[src/dccm_ctl_pkg.sv]
`default_nettype none

package dccm_ctl_pkg;

   // bank word geometry
   localparam int DATA_WIDTH  = 32;
   localparam int ECC_WIDTH   = 7;
   localparam int FDATA_WIDTH = DATA_WIDTH + ECC_WIDTH;   // data plus check bits
   localparam int BYTE_WIDTH  = 4;                        // bytes per bank word
   localparam int WIDTH_BITS  = 2;                        // byte offset inside a word
   localparam int BANK_BITS   = 1;                        // bank select above the offset

   // access size codes on the size ports
   localparam logic [1:0] SIZE_BYTE  = 2'b00;
   localparam logic [1:0] SIZE_HALF  = 2'b01;
   localparam logic [1:0] SIZE_WORD  = 2'b10;
   localparam logic [1:0] SIZE_DWORD = 2'b11;

   // one memory word, seen either as the raw port value or split into fields
   typedef union packed {
      logic [FDATA_WIDTH-1:0] raw;          // as carried on the memory ports
      struct packed {
         logic [ECC_WIDTH-1:0]  ecc;        // check bits in the upper part
         logic [DATA_WIDTH-1:0] data;       // payload in the lower part
      } f;
   } dccm_word_u;

endpackage

`default_nettype wire

[src/dccm_rd_ctl.sv]
`timescale 1ns/1ps
`default_nettype none

module dccm_rd_ctl #(
   parameter int DCCM_BITS = 16
) (
   input  logic                 clk,
   input  logic                 rst,
   input  logic                 valid_d,
   input  logic                 load_d,
   input  logic                 store_d,
   input  logic [1:0]           size_d,
   input  logic                 addr_in_dccm_d,
   input  logic [DCCM_BITS-1:0] lsu_addr_d,        // first byte of the access
   input  logic [DCCM_BITS-1:0] end_addr_d,        // last byte of the access
   output logic                 rden_d,            // read request seen by the arbiter
   output logic                 rden,              // memory read strobe
   output logic [DCCM_BITS-1:0] rd_addr_lo,
   output logic [DCCM_BITS-1:0] rd_addr_hi,
   output logic                 rden_m,
   output logic                 rden_r
);

   logic full_word_st;   // store fully covers its words
   logic misaligned;

   assign misaligned   = lsu_addr_d[dccm_ctl_pkg::WIDTH_BITS-1:0] != '0;
   assign full_word_st = ((size_d == dccm_ctl_pkg::SIZE_WORD) ||
                          (size_d == dccm_ctl_pkg::SIZE_DWORD)) && !misaligned;

   // loads always read, stores only when they need the old word for ECC
   assign rden_d = valid_d & addr_in_dccm_d & (load_d | (store_d & ~full_word_st));

   assign rden       = rden_d;
   assign rd_addr_lo = lsu_addr_d;
   assign rd_addr_hi = end_addr_d;

   always_ff @(posedge clk) begin
      if (rst) begin
         rden_m <= 1'b0;
         rden_r <= 1'b0;
      end else begin
         rden_m <= rden_d;               // read data is back in M
         rden_r <= rden_m;
      end
   end

endmodule

`default_nettype wire

[src/dccm_wr_arb.sv]
`timescale 1ns/1ps
`default_nettype none

module dccm_wr_arb #(
   parameter int DCCM_BITS = 16
) (
   input  logic                                    rden_d,
   input  logic [DCCM_BITS-1:0]                    lsu_addr_d,
   input  logic [DCCM_BITS-1:0]                    end_addr_d,
   input  logic                                    dma_wen,
   input  dccm_ctl_pkg::dccm_word_u                dma_wdata_lo,
   input  dccm_ctl_pkg::dccm_word_u                dma_wdata_hi,
   input  logic                                    stbuf_req,
   input  logic [DCCM_BITS-1:0]                    stbuf_addr,     // word aligned
   input  dccm_ctl_pkg::dccm_word_u                stbuf_word,
   input  logic                                    scrub_pending,
   input  logic                                    scrub_lo_first,
   input  logic [DCCM_BITS-1:0]                    scrub_addr_lo,
   input  logic [DCCM_BITS-1:0]                    scrub_addr_hi,
   input  dccm_ctl_pkg::dccm_word_u                scrub_word_lo,
   input  dccm_ctl_pkg::dccm_word_u                scrub_word_hi,
   output logic                                    stbuf_commit,
   output logic                                    wren,
   output logic [DCCM_BITS-1:0]                    wr_addr_lo,
   output logic [DCCM_BITS-1:0]                    wr_addr_hi,
   output logic [dccm_ctl_pkg::FDATA_WIDTH-1:0]    wr_data_lo,
   output logic [dccm_ctl_pkg::FDATA_WIDTH-1:0]    wr_data_hi
);

   localparam int WB = dccm_ctl_pkg::WIDTH_BITS;
   localparam int BB = dccm_ctl_pkg::BANK_BITS;

   logic          bank_clash;     // store buffer bank used by the D-stage read
   logic          port_free;      // no higher priority writer this cycle

   assign bank_clash = (stbuf_addr[WB +: BB] == lsu_addr_d[WB +: BB]) |
                       (stbuf_addr[WB +: BB] == end_addr_d[WB +: BB]);
   assign port_free  = ~scrub_pending & ~dma_wen;

   // a read may share the cycle as long as it sits in the other bank
   assign stbuf_commit = stbuf_req & port_free & (~rden_d | ~bank_clash);

   assign wren = scrub_pending | dma_wen | stbuf_commit;

   // priority is scrub, then DMA, then store buffer
   always_comb begin
      if (scrub_pending) begin
         if (scrub_lo_first) begin
            wr_addr_lo = scrub_addr_lo;
            wr_data_lo = scrub_word_lo.raw;
         end else begin
            wr_addr_lo = scrub_addr_hi;          // only the high bank was bad
            wr_data_lo = scrub_word_hi.raw;
         end
         wr_addr_hi = scrub_addr_hi;
         wr_data_hi = scrub_word_hi.raw;
      end else if (dma_wen) begin
         wr_addr_lo = lsu_addr_d;
         wr_addr_hi = end_addr_d;
         wr_data_lo = dma_wdata_lo.raw;
         wr_data_hi = dma_wdata_hi.raw;
      end else begin
         wr_addr_lo = stbuf_addr;                // same word on both banks
         wr_addr_hi = stbuf_addr;
         wr_data_lo = stbuf_word.raw;
         wr_data_hi = stbuf_word.raw;
      end
   end

endmodule

`default_nettype wire

[src/dccm_ecc_scrub.sv]
`timescale 1ns/1ps
`default_nettype none

module dccm_ecc_scrub #(
   parameter int DCCM_BITS = 16
) (
   input  logic                       clk,
   input  logic                       rst,
   input  logic                       load_r,
   input  logic                       dma_r,
   input  logic                       commit_r,
   input  logic                       single_err_lo_r,
   input  logic                       single_err_hi_r,
   input  logic                       double_err_r,
   input  logic [DCCM_BITS-1:0]       lsu_addr_r,
   input  logic [DCCM_BITS-1:0]       end_addr_r,
   input  dccm_ctl_pkg::dccm_word_u   sec_word_lo_r,     // corrected words from the decoder
   input  dccm_ctl_pkg::dccm_word_u   sec_word_hi_r,
   input  logic                       dma_wen,
   input  logic [DCCM_BITS-1:0]       lsu_addr_d,
   input  logic [DCCM_BITS-1:0]       end_addr_d,
   output logic                       ld_single_ecc_error_r,
   output logic                       scrub_pending,
   output logic                       scrub_lo_first,
   output logic [DCCM_BITS-1:0]       scrub_addr_lo,
   output logic [DCCM_BITS-1:0]       scrub_addr_hi,
   output dccm_ctl_pkg::dccm_word_u   scrub_word_lo,
   output dccm_ctl_pkg::dccm_word_u   scrub_word_hi
);

   localparam int WB = dccm_ctl_pkg::WIDTH_BITS;

   logic single_lo;
   logic single_hi;
   logic kill_lo;                // DMA write in D overwrites the word anyway
   logic kill_hi;
   logic err_lo_ns;
   logic err_hi_ns;
   logic err_lo_q;
   logic err_hi_q;
   logic double_q;

   assign single_lo = load_r & single_err_lo_r;
   assign single_hi = load_r & single_err_hi_r;

   assign ld_single_ecc_error_r = (single_lo | single_hi) & ~double_err_r;

   // compare word index, bank bit included
   assign kill_lo = dma_wen & ((lsu_addr_d[DCCM_BITS-1:WB] == lsu_addr_r[DCCM_BITS-1:WB]) |
                               (end_addr_d[DCCM_BITS-1:WB] == lsu_addr_r[DCCM_BITS-1:WB]));
   assign kill_hi = dma_wen & ((lsu_addr_d[DCCM_BITS-1:WB] == end_addr_r[DCCM_BITS-1:WB]) |
                               (end_addr_d[DCCM_BITS-1:WB] == end_addr_r[DCCM_BITS-1:WB]));

   assign err_lo_ns = single_lo & (commit_r | dma_r) & ~kill_lo;
   assign err_hi_ns = single_hi & (commit_r | dma_r) & ~kill_hi;

   always_ff @(posedge clk) begin
      if (rst) begin
         err_lo_q <= 1'b0;
         err_hi_q <= 1'b0;
         double_q <= 1'b0;
      end else begin
         err_lo_q <= err_lo_ns;
         err_hi_q <= err_hi_ns;
         double_q <= double_err_r;
      end
   end

   // write back is R+1
   always_ff @(posedge clk) begin
      if (ld_single_ecc_error_r) begin
         scrub_addr_lo <= lsu_addr_r;
         scrub_addr_hi <= end_addr_r;
         scrub_word_lo <= sec_word_lo_r;
         scrub_word_hi <= sec_word_hi_r;
      end
   end

   assign scrub_pending  = (err_lo_q | err_hi_q) & ~double_q;
   assign scrub_lo_first = err_lo_q;

endmodule

`default_nettype wire

[src/dccm_ld_merge.sv]
`timescale 1ns/1ps
`default_nettype none

module dccm_ld_merge (
   input  logic                                  clk,
   input  logic                                  rst,
   input  logic                                  valid_m,
   input  logic                                  load_m,
   input  logic                                  addr_in_dccm_m,
   input  logic [dccm_ctl_pkg::WIDTH_BITS-1:0]   ld_offset_m,     // byte offset of the load
   input  dccm_ctl_pkg::dccm_word_u              rd_word_lo,      // memory words, raw
   input  dccm_ctl_pkg::dccm_word_u              rd_word_hi,
   input  logic [dccm_ctl_pkg::DATA_WIDTH-1:0]   sec_data_lo_m,   // memory data after correction
   input  logic [dccm_ctl_pkg::DATA_WIDTH-1:0]   sec_data_hi_m,
   input  logic [dccm_ctl_pkg::DATA_WIDTH-1:0]   fwd_data_lo,     // store buffer forward
   input  logic [dccm_ctl_pkg::DATA_WIDTH-1:0]   fwd_data_hi,
   input  logic [dccm_ctl_pkg::BYTE_WIDTH-1:0]   fwd_byteen_lo,
   input  logic [dccm_ctl_pkg::BYTE_WIDTH-1:0]   fwd_byteen_hi,
   output logic [dccm_ctl_pkg::DATA_WIDTH-1:0]   ld_data_m,
   output logic [dccm_ctl_pkg::DATA_WIDTH-1:0]   ld_data_corr_r
);

   localparam int DW = dccm_ctl_pkg::DATA_WIDTH;
   localparam int BW = dccm_ctl_pkg::BYTE_WIDTH;
   localparam int WB = dccm_ctl_pkg::WIDTH_BITS;

   logic [DW-1:0] ld_data_corr_m;
   logic          ld_upd_m;

   // forwarded bytes win, then right justify by the byte offset
   function automatic logic [DW-1:0] merge_shift(
      input logic [2*DW-1:0] mem,
      input logic [2*DW-1:0] fwd,
      input logic [2*BW-1:0] byteen,
      input logic            in_dccm,
      input logic [WB-1:0]   offset
   );
      logic [2*DW-1:0] merged;
      logic [2*DW-1:0] shifted;
      for (int i = 0; i < 2*BW; i++) begin
         if (byteen[i]) begin
            merged[8*i +: 8] = fwd[8*i +: 8];
         end else begin
            merged[8*i +: 8] = in_dccm ? mem[8*i +: 8] : 8'h00;
         end
      end
      shifted = merged >> (8*offset);
      return shifted[DW-1:0];
   endfunction

   assign ld_data_m = merge_shift({rd_word_hi.f.data, rd_word_lo.f.data},
                                  {fwd_data_hi, fwd_data_lo},
                                  {fwd_byteen_hi, fwd_byteen_lo},
                                  addr_in_dccm_m, ld_offset_m);

   assign ld_data_corr_m = merge_shift({sec_data_hi_m, sec_data_lo_m},
                                       {fwd_data_hi, fwd_data_lo},
                                       {fwd_byteen_hi, fwd_byteen_lo},
                                       addr_in_dccm_m, ld_offset_m);

   assign ld_upd_m = valid_m & load_m & addr_in_dccm_m;

   always_ff @(posedge clk) begin
      if (rst) begin
         ld_data_corr_r <= '0;
      end else if (ld_upd_m) begin
         ld_data_corr_r <= ld_data_corr_m;   // only DCCM loads move on
      end
   end

endmodule

`default_nettype wire

[src/dccm_ctl_top.sv]
`timescale 1ns/1ps
`default_nettype none

module dccm_ctl_top #(
   parameter int DCCM_BITS = 16
) (
   input  logic                                  clk,
   input  logic                                  rst,
   // D stage
   input  logic                                  valid_d,
   input  logic                                  load_d,
   input  logic                                  store_d,
   input  logic [1:0]                            size_d,
   input  logic                                  addr_in_dccm_d,
   input  logic [DCCM_BITS-1:0]                  lsu_addr_d,
   input  logic [DCCM_BITS-1:0]                  end_addr_d,
   // M stage
   input  logic                                  valid_m,
   input  logic                                  load_m,
   input  logic                                  addr_in_dccm_m,
   input  logic [DCCM_BITS-1:0]                  lsu_addr_m,
   input  dccm_ctl_pkg::dccm_word_u              rd_word_lo,
   input  dccm_ctl_pkg::dccm_word_u              rd_word_hi,
   input  logic [dccm_ctl_pkg::DATA_WIDTH-1:0]   sec_data_lo_m,
   input  logic [dccm_ctl_pkg::DATA_WIDTH-1:0]   sec_data_hi_m,
   input  logic [dccm_ctl_pkg::DATA_WIDTH-1:0]   fwd_data_lo,
   input  logic [dccm_ctl_pkg::DATA_WIDTH-1:0]   fwd_data_hi,
   input  logic [dccm_ctl_pkg::BYTE_WIDTH-1:0]   fwd_byteen_lo,
   input  logic [dccm_ctl_pkg::BYTE_WIDTH-1:0]   fwd_byteen_hi,
   // R stage
   input  logic                                  load_r,
   input  logic                                  dma_r,
   input  logic                                  commit_r,
   input  logic                                  single_err_lo_r,
   input  logic                                  single_err_hi_r,
   input  logic                                  double_err_r,
   input  logic [DCCM_BITS-1:0]                  lsu_addr_r,
   input  logic [DCCM_BITS-1:0]                  end_addr_r,
   input  dccm_ctl_pkg::dccm_word_u              sec_word_lo_r,
   input  dccm_ctl_pkg::dccm_word_u              sec_word_hi_r,
   // writers
   input  logic                                  dma_wen,
   input  dccm_ctl_pkg::dccm_word_u              dma_wdata_lo,
   input  dccm_ctl_pkg::dccm_word_u              dma_wdata_hi,
   input  logic                                  stbuf_req,
   input  logic [DCCM_BITS-1:0]                  stbuf_addr,
   input  dccm_ctl_pkg::dccm_word_u              stbuf_word,
   output logic                                  stbuf_commit,
   // memory port
   output logic                                  rden,
   output logic [DCCM_BITS-1:0]                  rd_addr_lo,
   output logic [DCCM_BITS-1:0]                  rd_addr_hi,
   output logic                                  wren,
   output logic [DCCM_BITS-1:0]                  wr_addr_lo,
   output logic [DCCM_BITS-1:0]                  wr_addr_hi,
   output logic [dccm_ctl_pkg::FDATA_WIDTH-1:0]  wr_data_lo,
   output logic [dccm_ctl_pkg::FDATA_WIDTH-1:0]  wr_data_hi,
   // pipe results
   output logic                                  rden_m,
   output logic                                  rden_r,
   output logic [dccm_ctl_pkg::DATA_WIDTH-1:0]   ld_data_m,
   output logic [dccm_ctl_pkg::DATA_WIDTH-1:0]   ld_data_corr_r,
   output logic                                  ld_single_ecc_error_r
);

   logic                       rden_d;
   logic                       scrub_pending;
   logic                       scrub_lo_first;
   logic [DCCM_BITS-1:0]       scrub_addr_lo;
   logic [DCCM_BITS-1:0]       scrub_addr_hi;
   dccm_ctl_pkg::dccm_word_u   scrub_word_lo;
   dccm_ctl_pkg::dccm_word_u   scrub_word_hi;

   dccm_rd_ctl #(.DCCM_BITS(DCCM_BITS)) rd_ctl_i (
      .clk(clk), .rst(rst),
      .valid_d(valid_d), .load_d(load_d), .store_d(store_d), .size_d(size_d),
      .addr_in_dccm_d(addr_in_dccm_d), .lsu_addr_d(lsu_addr_d), .end_addr_d(end_addr_d),
      .rden_d(rden_d), .rden(rden), .rd_addr_lo(rd_addr_lo), .rd_addr_hi(rd_addr_hi),
      .rden_m(rden_m), .rden_r(rden_r)
   );

   dccm_wr_arb #(.DCCM_BITS(DCCM_BITS)) wr_arb_i (
      .rden_d(rden_d), .lsu_addr_d(lsu_addr_d), .end_addr_d(end_addr_d),
      .dma_wen(dma_wen), .dma_wdata_lo(dma_wdata_lo), .dma_wdata_hi(dma_wdata_hi),
      .stbuf_req(stbuf_req), .stbuf_addr(stbuf_addr), .stbuf_word(stbuf_word),
      .scrub_pending(scrub_pending), .scrub_lo_first(scrub_lo_first),
      .scrub_addr_lo(scrub_addr_lo), .scrub_addr_hi(scrub_addr_hi),
      .scrub_word_lo(scrub_word_lo), .scrub_word_hi(scrub_word_hi),
      .stbuf_commit(stbuf_commit), .wren(wren),
      .wr_addr_lo(wr_addr_lo), .wr_addr_hi(wr_addr_hi),
      .wr_data_lo(wr_data_lo), .wr_data_hi(wr_data_hi)
   );

   dccm_ecc_scrub #(.DCCM_BITS(DCCM_BITS)) scrub_i (
      .clk(clk), .rst(rst),
      .load_r(load_r), .dma_r(dma_r), .commit_r(commit_r),
      .single_err_lo_r(single_err_lo_r), .single_err_hi_r(single_err_hi_r),
      .double_err_r(double_err_r), .lsu_addr_r(lsu_addr_r), .end_addr_r(end_addr_r),
      .sec_word_lo_r(sec_word_lo_r), .sec_word_hi_r(sec_word_hi_r),
      .dma_wen(dma_wen), .lsu_addr_d(lsu_addr_d), .end_addr_d(end_addr_d),
      .ld_single_ecc_error_r(ld_single_ecc_error_r), .scrub_pending(scrub_pending),
      .scrub_lo_first(scrub_lo_first),
      .scrub_addr_lo(scrub_addr_lo), .scrub_addr_hi(scrub_addr_hi),
      .scrub_word_lo(scrub_word_lo), .scrub_word_hi(scrub_word_hi)
   );

   dccm_ld_merge ld_merge_i (
      .clk(clk), .rst(rst),
      .valid_m(valid_m), .load_m(load_m), .addr_in_dccm_m(addr_in_dccm_m),
      .ld_offset_m(lsu_addr_m[dccm_ctl_pkg::WIDTH_BITS-1:0]),   // byte offset only
      .rd_word_lo(rd_word_lo), .rd_word_hi(rd_word_hi),
      .sec_data_lo_m(sec_data_lo_m), .sec_data_hi_m(sec_data_hi_m),
      .fwd_data_lo(fwd_data_lo), .fwd_data_hi(fwd_data_hi),
      .fwd_byteen_lo(fwd_byteen_lo), .fwd_byteen_hi(fwd_byteen_hi),
      .ld_data_m(ld_data_m), .ld_data_corr_r(ld_data_corr_r)
   );

endmodule

`default_nettype wire

[config.mk]
export PLATFORM = sky130hd
export DESIGN_NAME = dccm_ctl_top
export DESIGN_NICKNAME = d
export VERILOG_FILES = /design/src/dccm_ctl_pkg.sv /design/src/dccm_rd_ctl.sv /design/src/dccm_wr_arb.sv /design/src/dccm_ecc_scrub.sv /design/src/dccm_ld_merge.sv /design/src/dccm_ctl_top.sv
export SDC_FILE = /design/constraint.sdc
export NUM_CORES = 1
export LEC_CHECK = 0
export BUFFER_PORTS_ARGS = -buffer_cell sky130_fd_sc_hd__buf_2
export CORE_AREA = 2 2 283 285
export DETAILED_ROUTE_END_ITERATION = 16
export DIE_AREA = 0 0 285 287
export PLACE_DENSITY_LB_ADDON = 0.25
export SYNTH_ARGS = -nofsm -noshare
export SYNTH_HDL_FRONTEND = slang
export SYNTH_SLANG_ARGS = --single-unit
[constraint.sdc]
create_clock -name clk -period 11.4 [get_ports clk]
set_input_delay 0.57 -clock clk [delete_from_list [all_inputs] [get_ports clk]]
set_output_delay 0.57 -clock clk [all_outputs]
set_load 0.01 [all_outputs]
* Word level (Yosys, flattened, before mapping)
Cells that the tools add are included.
Cells by class: eq/ne operators 8, shift-type cells 2, mux-type cells 42, bitwise logic cells 37, reduce and logical (&&, ||, !) cells 4
Operators with widths (number):
- two-way mux 8 bit | 32
- two-way mux 39 bit | 5
- >> shifter 64 x 5 -> 32 bit | 2
- two-way mux 16 bit | 5
- == test 14 bit | 4
- AND 1 bit | 18
- OR 1 bit | 10
- NOT 1 bit | 9
- == test 2 bit, second input constant | 2
- == test 1 bit | 2
- nonzero test 2 bit | 1
- logical AND 1 bit | 1
- logical NOT 1 bit | 1
- logical OR 1 bit | 1
Word-level totals: bits in registers 147, bits of input ports 524, output and inout bits 212, word-level logic and storage cells 103

* Depth between registers and ports, before layout
word-level depth 11, mapped depth 8, depth with buffers taken out 4

* By module
Synthesis repeated with hierarchy kept, for this count alone.
Unflattened totals: cells, all modules 1102, area, all modules 11228.3 um^2
Modules (own cells, without submodules):
- dccm_ecc_scrub | times used 1, cells an instance 200, area an instance 4027.6 um^2
- dccm_ld_merge | times used 1, cells an instance 485, area an instance 3822.4 um^2
- dccm_wr_arb | times used 1, cells an instance 377, area an instance 3044.2 um^2
- dccm_rd_ctl | times used 1, cells an instance 40, area an instance 334.1 um^2

* Least setup slack after synthesis
OpenSTA, ideal clock, no wires.
kind input to register, start input double_err_r, end register scrub_i.scrub_addr_hi[0] (enable), setup time 0.749 ns, arrival time 8.788 ns, setup slack 1.863 ns, stages 1, cell sequence nor3b_1
On the way: longest elaborated chain between the ends 2
Ends and longest elaborated chain:
- start: declaration | RTL line dccm_ctl_top.sv:36 | input logic double_err_r,
- NOT 1 bit | RTL line dccm_ecc_scrub.sv:46 | assign ld_single_ecc_error_r = (single_lo | single_hi) & ~double_err_r;
- AND 1 bit | RTL line dccm_ecc_scrub.sv:46
- end signal: assignment | RTL line dccm_ecc_scrub.sv:73 | scrub_addr_hi <= end_addr_r;
- end: declaration | RTL line dccm_ecc_scrub.sv:26 | output logic [DCCM_BITS-1:0] scrub_addr_hi,
No other way between the ends. A chain may end at the register's enable or synchronous reset.

* Worst setup path after layout
start register scrub_i.err_lo_q (netlist: scrub_i.scrub_lo_first), end output wr_data_hi[25] (netlist bit)
On the way: longest elaborated chain between the ends 3
Ends and longest elaborated chain:
- start: declaration | RTL line dccm_ecc_scrub.sv:39 | logic err_lo_q;
- start signal: assignment | RTL line dccm_ecc_scrub.sv:63 | err_lo_q <= err_lo_ns;
- OR 1 bit | RTL line dccm_ecc_scrub.sv:79 | assign scrub_pending = (err_lo_q | err_hi_q) & ~double_q;
- AND 1 bit | RTL line dccm_ecc_scrub.sv:79
- two-way mux 39 bit | RTL line dccm_wr_arb.sv:47 | if (scrub_pending) begin
- end: declaration | RTL line dccm_ctl_top.sv:57 | output logic [dccm_ctl_pkg::FDATA_WIDTH-1:0] wr_data_hi,
No other way between the ends.

==> out/results.tsv <==
stage	metric	value	unit
clocking	Hold-fix buffers, CTS	0	
critical_path	Slowest cell on crit path	buf_4	
place	pre-CTS setup slack	7570	ps
logic_synthesis	Post-synth top cells	a21oi_1, edfxtp_1, nand2_1	
drt	total number of vias	12400	
power_and_ir_drop	Reg power frac	35.8	%
sta	Worst Clk Skew	0.157	ps
critical_path	Worst EP required	10830	ps
sta	slew margin rel.	21.5	%
power_and_ir_drop	Leak	0.00613	µW
clocking	H-tree depth	4	
clocking	clk sinks	147	
grt	met1 Use GR	17.8	%
grt	GRT overflow	0	
logic_synthesis	Avg Cell Area, Syn	9.45	µm²
drt	drt drc	0	
clocking	cell chosen for the clock root	clkbuf_16	
logic_synthesis	post-synth design cell area	0.0109	mm²
finish	Nets	2240	
power_and_ir_drop	internal power	1110	µW
grt	met2 Use GR	31.2	%
drt	routed wire length	72.4	mm
logic_synthesis	Post-Syn Nets	1676	
place	hpwl dp	59.9	mm
critical_path	Crit Path Max Fanout	102	
power_and_ir_drop	Max rail drop VDD	0.116	mV
grt	busiest layer in global routing	met2	
sta	setup violators final	0	
sta	Final Hold Viols	0	
logic_synthesis	post-synthesis instance total	1152	
critical_path	worst-path cell chain	nor2_1 > nor2_4 > buf_4 > o21ai_0 > buf_2	
critical_path	Reg2Reg Setup Slack	10560	ps
power_and_ir_drop	Switching Power	638	µW
grt	initial antenna violation count	22	
drt	drt wl/cell	26.0	µm
drt	Antenna Nets Post-Route	0	
job	Max Cap Viol	0	
drt	drt via density	4.45	
hold_path	class of the worst hold path	in2reg	
logic_synthesis	Synth async-reset ratio	0	%
logic_synthesis	EDFF count, synth	110	
grt	total track usage	16.9	%
floorplan	Die W	285	µm
sta	max frequency	0.241	GHz
finish	Final Instance Area	0.0156	mm²
sta	Slew @ Worst Pin	1180	ps
place	port bufs	681	
grt	vias in the first global route	12600	
sta	RSZ-0062 raised after global routing	false	
power_and_ir_drop	logic gate share of total power	31.7	%
drt	drt pass-1 iters	5	
logic_synthesis	sequential area share after synthesis	37.1	%
critical_path	CP Launch Type	flop	
logic_synthesis	Yosys cell types	43	
clocking	TritonCTS buffer count	17	
drt	DR iter-0 viols	701	
grt	first-pass GRT wire length	97.3	mm
floorplan	top-level I/O count	736	
critical_path	crit-path max cell delay	820	ps
sta	Slew Viols, Final	0	
sta	fin crit period	4160	ps
logic_synthesis	synth top area cells	edfxtp_1, mux2i_1, dfxtp_1	
floorplan	die area	0.0818	mm²
critical_path	CP arrival	3590	ps
power_and_ir_drop	Pwr Density	113	mW/mm²
place	RePlAce Congestion	0.972	
place	Area after DPL	0.0150	mm²
logic_synthesis	Synth Flop Type	edfxtp_1	
sta	setup TNS	0	ps
sta	hold slack	248	ps
clocking	clk buf depth	2	
run_status	status	complete, no violations	
sta	fin crit share	36.5	%
clocking	post-CTS setup buffers	0	
floorplan	initial core utilization	13.8	%
critical_path	Buf/Inv on CP	2	
clocking	Resized Gates After CTS	0	
critical_path	Setup crit end kind	primary output	
power_and_ir_drop	Clock Power Share	32.5	%
floorplan	die boundary height	287	µm
logic_synthesis	most common cell in the netlist	a21oi_1	
logic_synthesis	post-synth top area share	30.3	%
sta	setup ws final	7240	ps
floorplan	core area	0.0786	mm²
critical_path	CP Class	reg2out	
grt	pin count of the biggest net entering global routing	103	
grt	global routing usage on met3	5.35	%
critical_path	family with the most delay on the worst path	buffers and inverters	
logic_synthesis	flip-flop and latch count after synthesis	147	
finish	area grow syn2layout	42.9	%
floorplan	Site Rows	103	
clocking	CTS tree	done	
clocking	Clock transition at path regs	80	ps
logic_synthesis	number of synthesis warnings	0	
finish	share of layout cells above drive strength 1	44.0	%
logic_synthesis	largest area contributor in the netlist	edfxtp_1	
clocking	clk_lat worst skew	490	ps
power_and_ir_drop	switch share	36.5	%
## sequential cells by signal, summed over array words and instances, names as in the netlist
signal / cells
scrub_i.double_q: 1
scrub_i.scrub_word_lo: 39
scrub_i.scrub_word_hi: 39
rd_ctl_i.rden_m: 1
rd_ctl_i.rden_r: 1
scrub_i.scrub_lo_first: 1
scrub_i.scrub_addr_lo: 16
scrub_i.scrub_addr_hi: 16
ld_merge_i.ld_data_corr_r: 32
scrub_i.err_hi_q: 1
## logic make-up after synthesis
kind of cell           share of synthesized area [%]
AND/OR/NAND/NOR                                 12.8
buffers and inverters                           6.95
flip-flops                                      37.1
XOR/XNOR                                        4.51
AO/OA/AOI/OAI                                   28.0
multiplexers                                    10.6
## layer usage
metal / share of wire [%] / wire length (µm)
met4: 3.5 / 2560
met3: 8.1 / 5880
met1: 37 / 26600
met5: 0.20 / 146
met2: 51 / 37200
## through the flow
stage | total power, µW | utilization [%] | cells
floorplan | 900 | - | 1152
global placement | 1200 | 19.1 | 2747
detailed placement | 1200 | 19.1 | 2747
CTS | 1790 | 19.8 | 2779
global route | 1830 | 19.8 | 2779
finish | 1750 | 19.8 | 2781
## area by class of cell
cell class                      instances  area (µm²)
Timing Repair Buffer                  695        3520
Clock inverter                         13         118
Multi-Input combinational cell        853        6100
Antenna cell                            2        5.00
Fill cell                            8928       63100
Inverter                                2        7.51
Clock buffer                           19         443
Tap cell                             1050        1310
Sequential cell                       147        4050
## power by group through the flow
stage / clock, µW / combinational, µW / sequential (µW)
after floorplan: 0 / 261 / 639
after global placement: 0 / 560 / 638
after detailed placement: 0 / 561 / 639
after CTS: 597 / 564 / 627
after global routing: 611 / 592 / 630
final: 568 / 555 / 626
## cell usage in the layout (no fill, tap or decap), types with 24 or more instances in the layout
cell      count
nor2b_1      63
a22o_1       48
a21oi_1     119
edfxtp_1    110
a221oi_1     35
a211oi_1     55
nand2_1     108
dfxtp_1      36
buf_2       680
xnor2_1      56
mux2i_1      79
nand3b_1     24
o21ai_0      57
nor2_1       37
## final timing paths
kind                                                    start                            end  depth (start not counted)
worst max-delay path                   scrub_i.scrub_lo_first                 wr_data_hi[25]                          5
worst min-delay path                        sec_word_lo_r[10]      scrub_i.scrub_word_lo[10]                          1
worst max register to register  ld_merge_i.ld_data_corr_r[20]  ld_merge_i.ld_data_corr_r[20]                          2
worst min register to register                rd_ctl_i.rden_m                rd_ctl_i.rden_r                          1
Note: power is estimated with default switching activity, not from simulation.
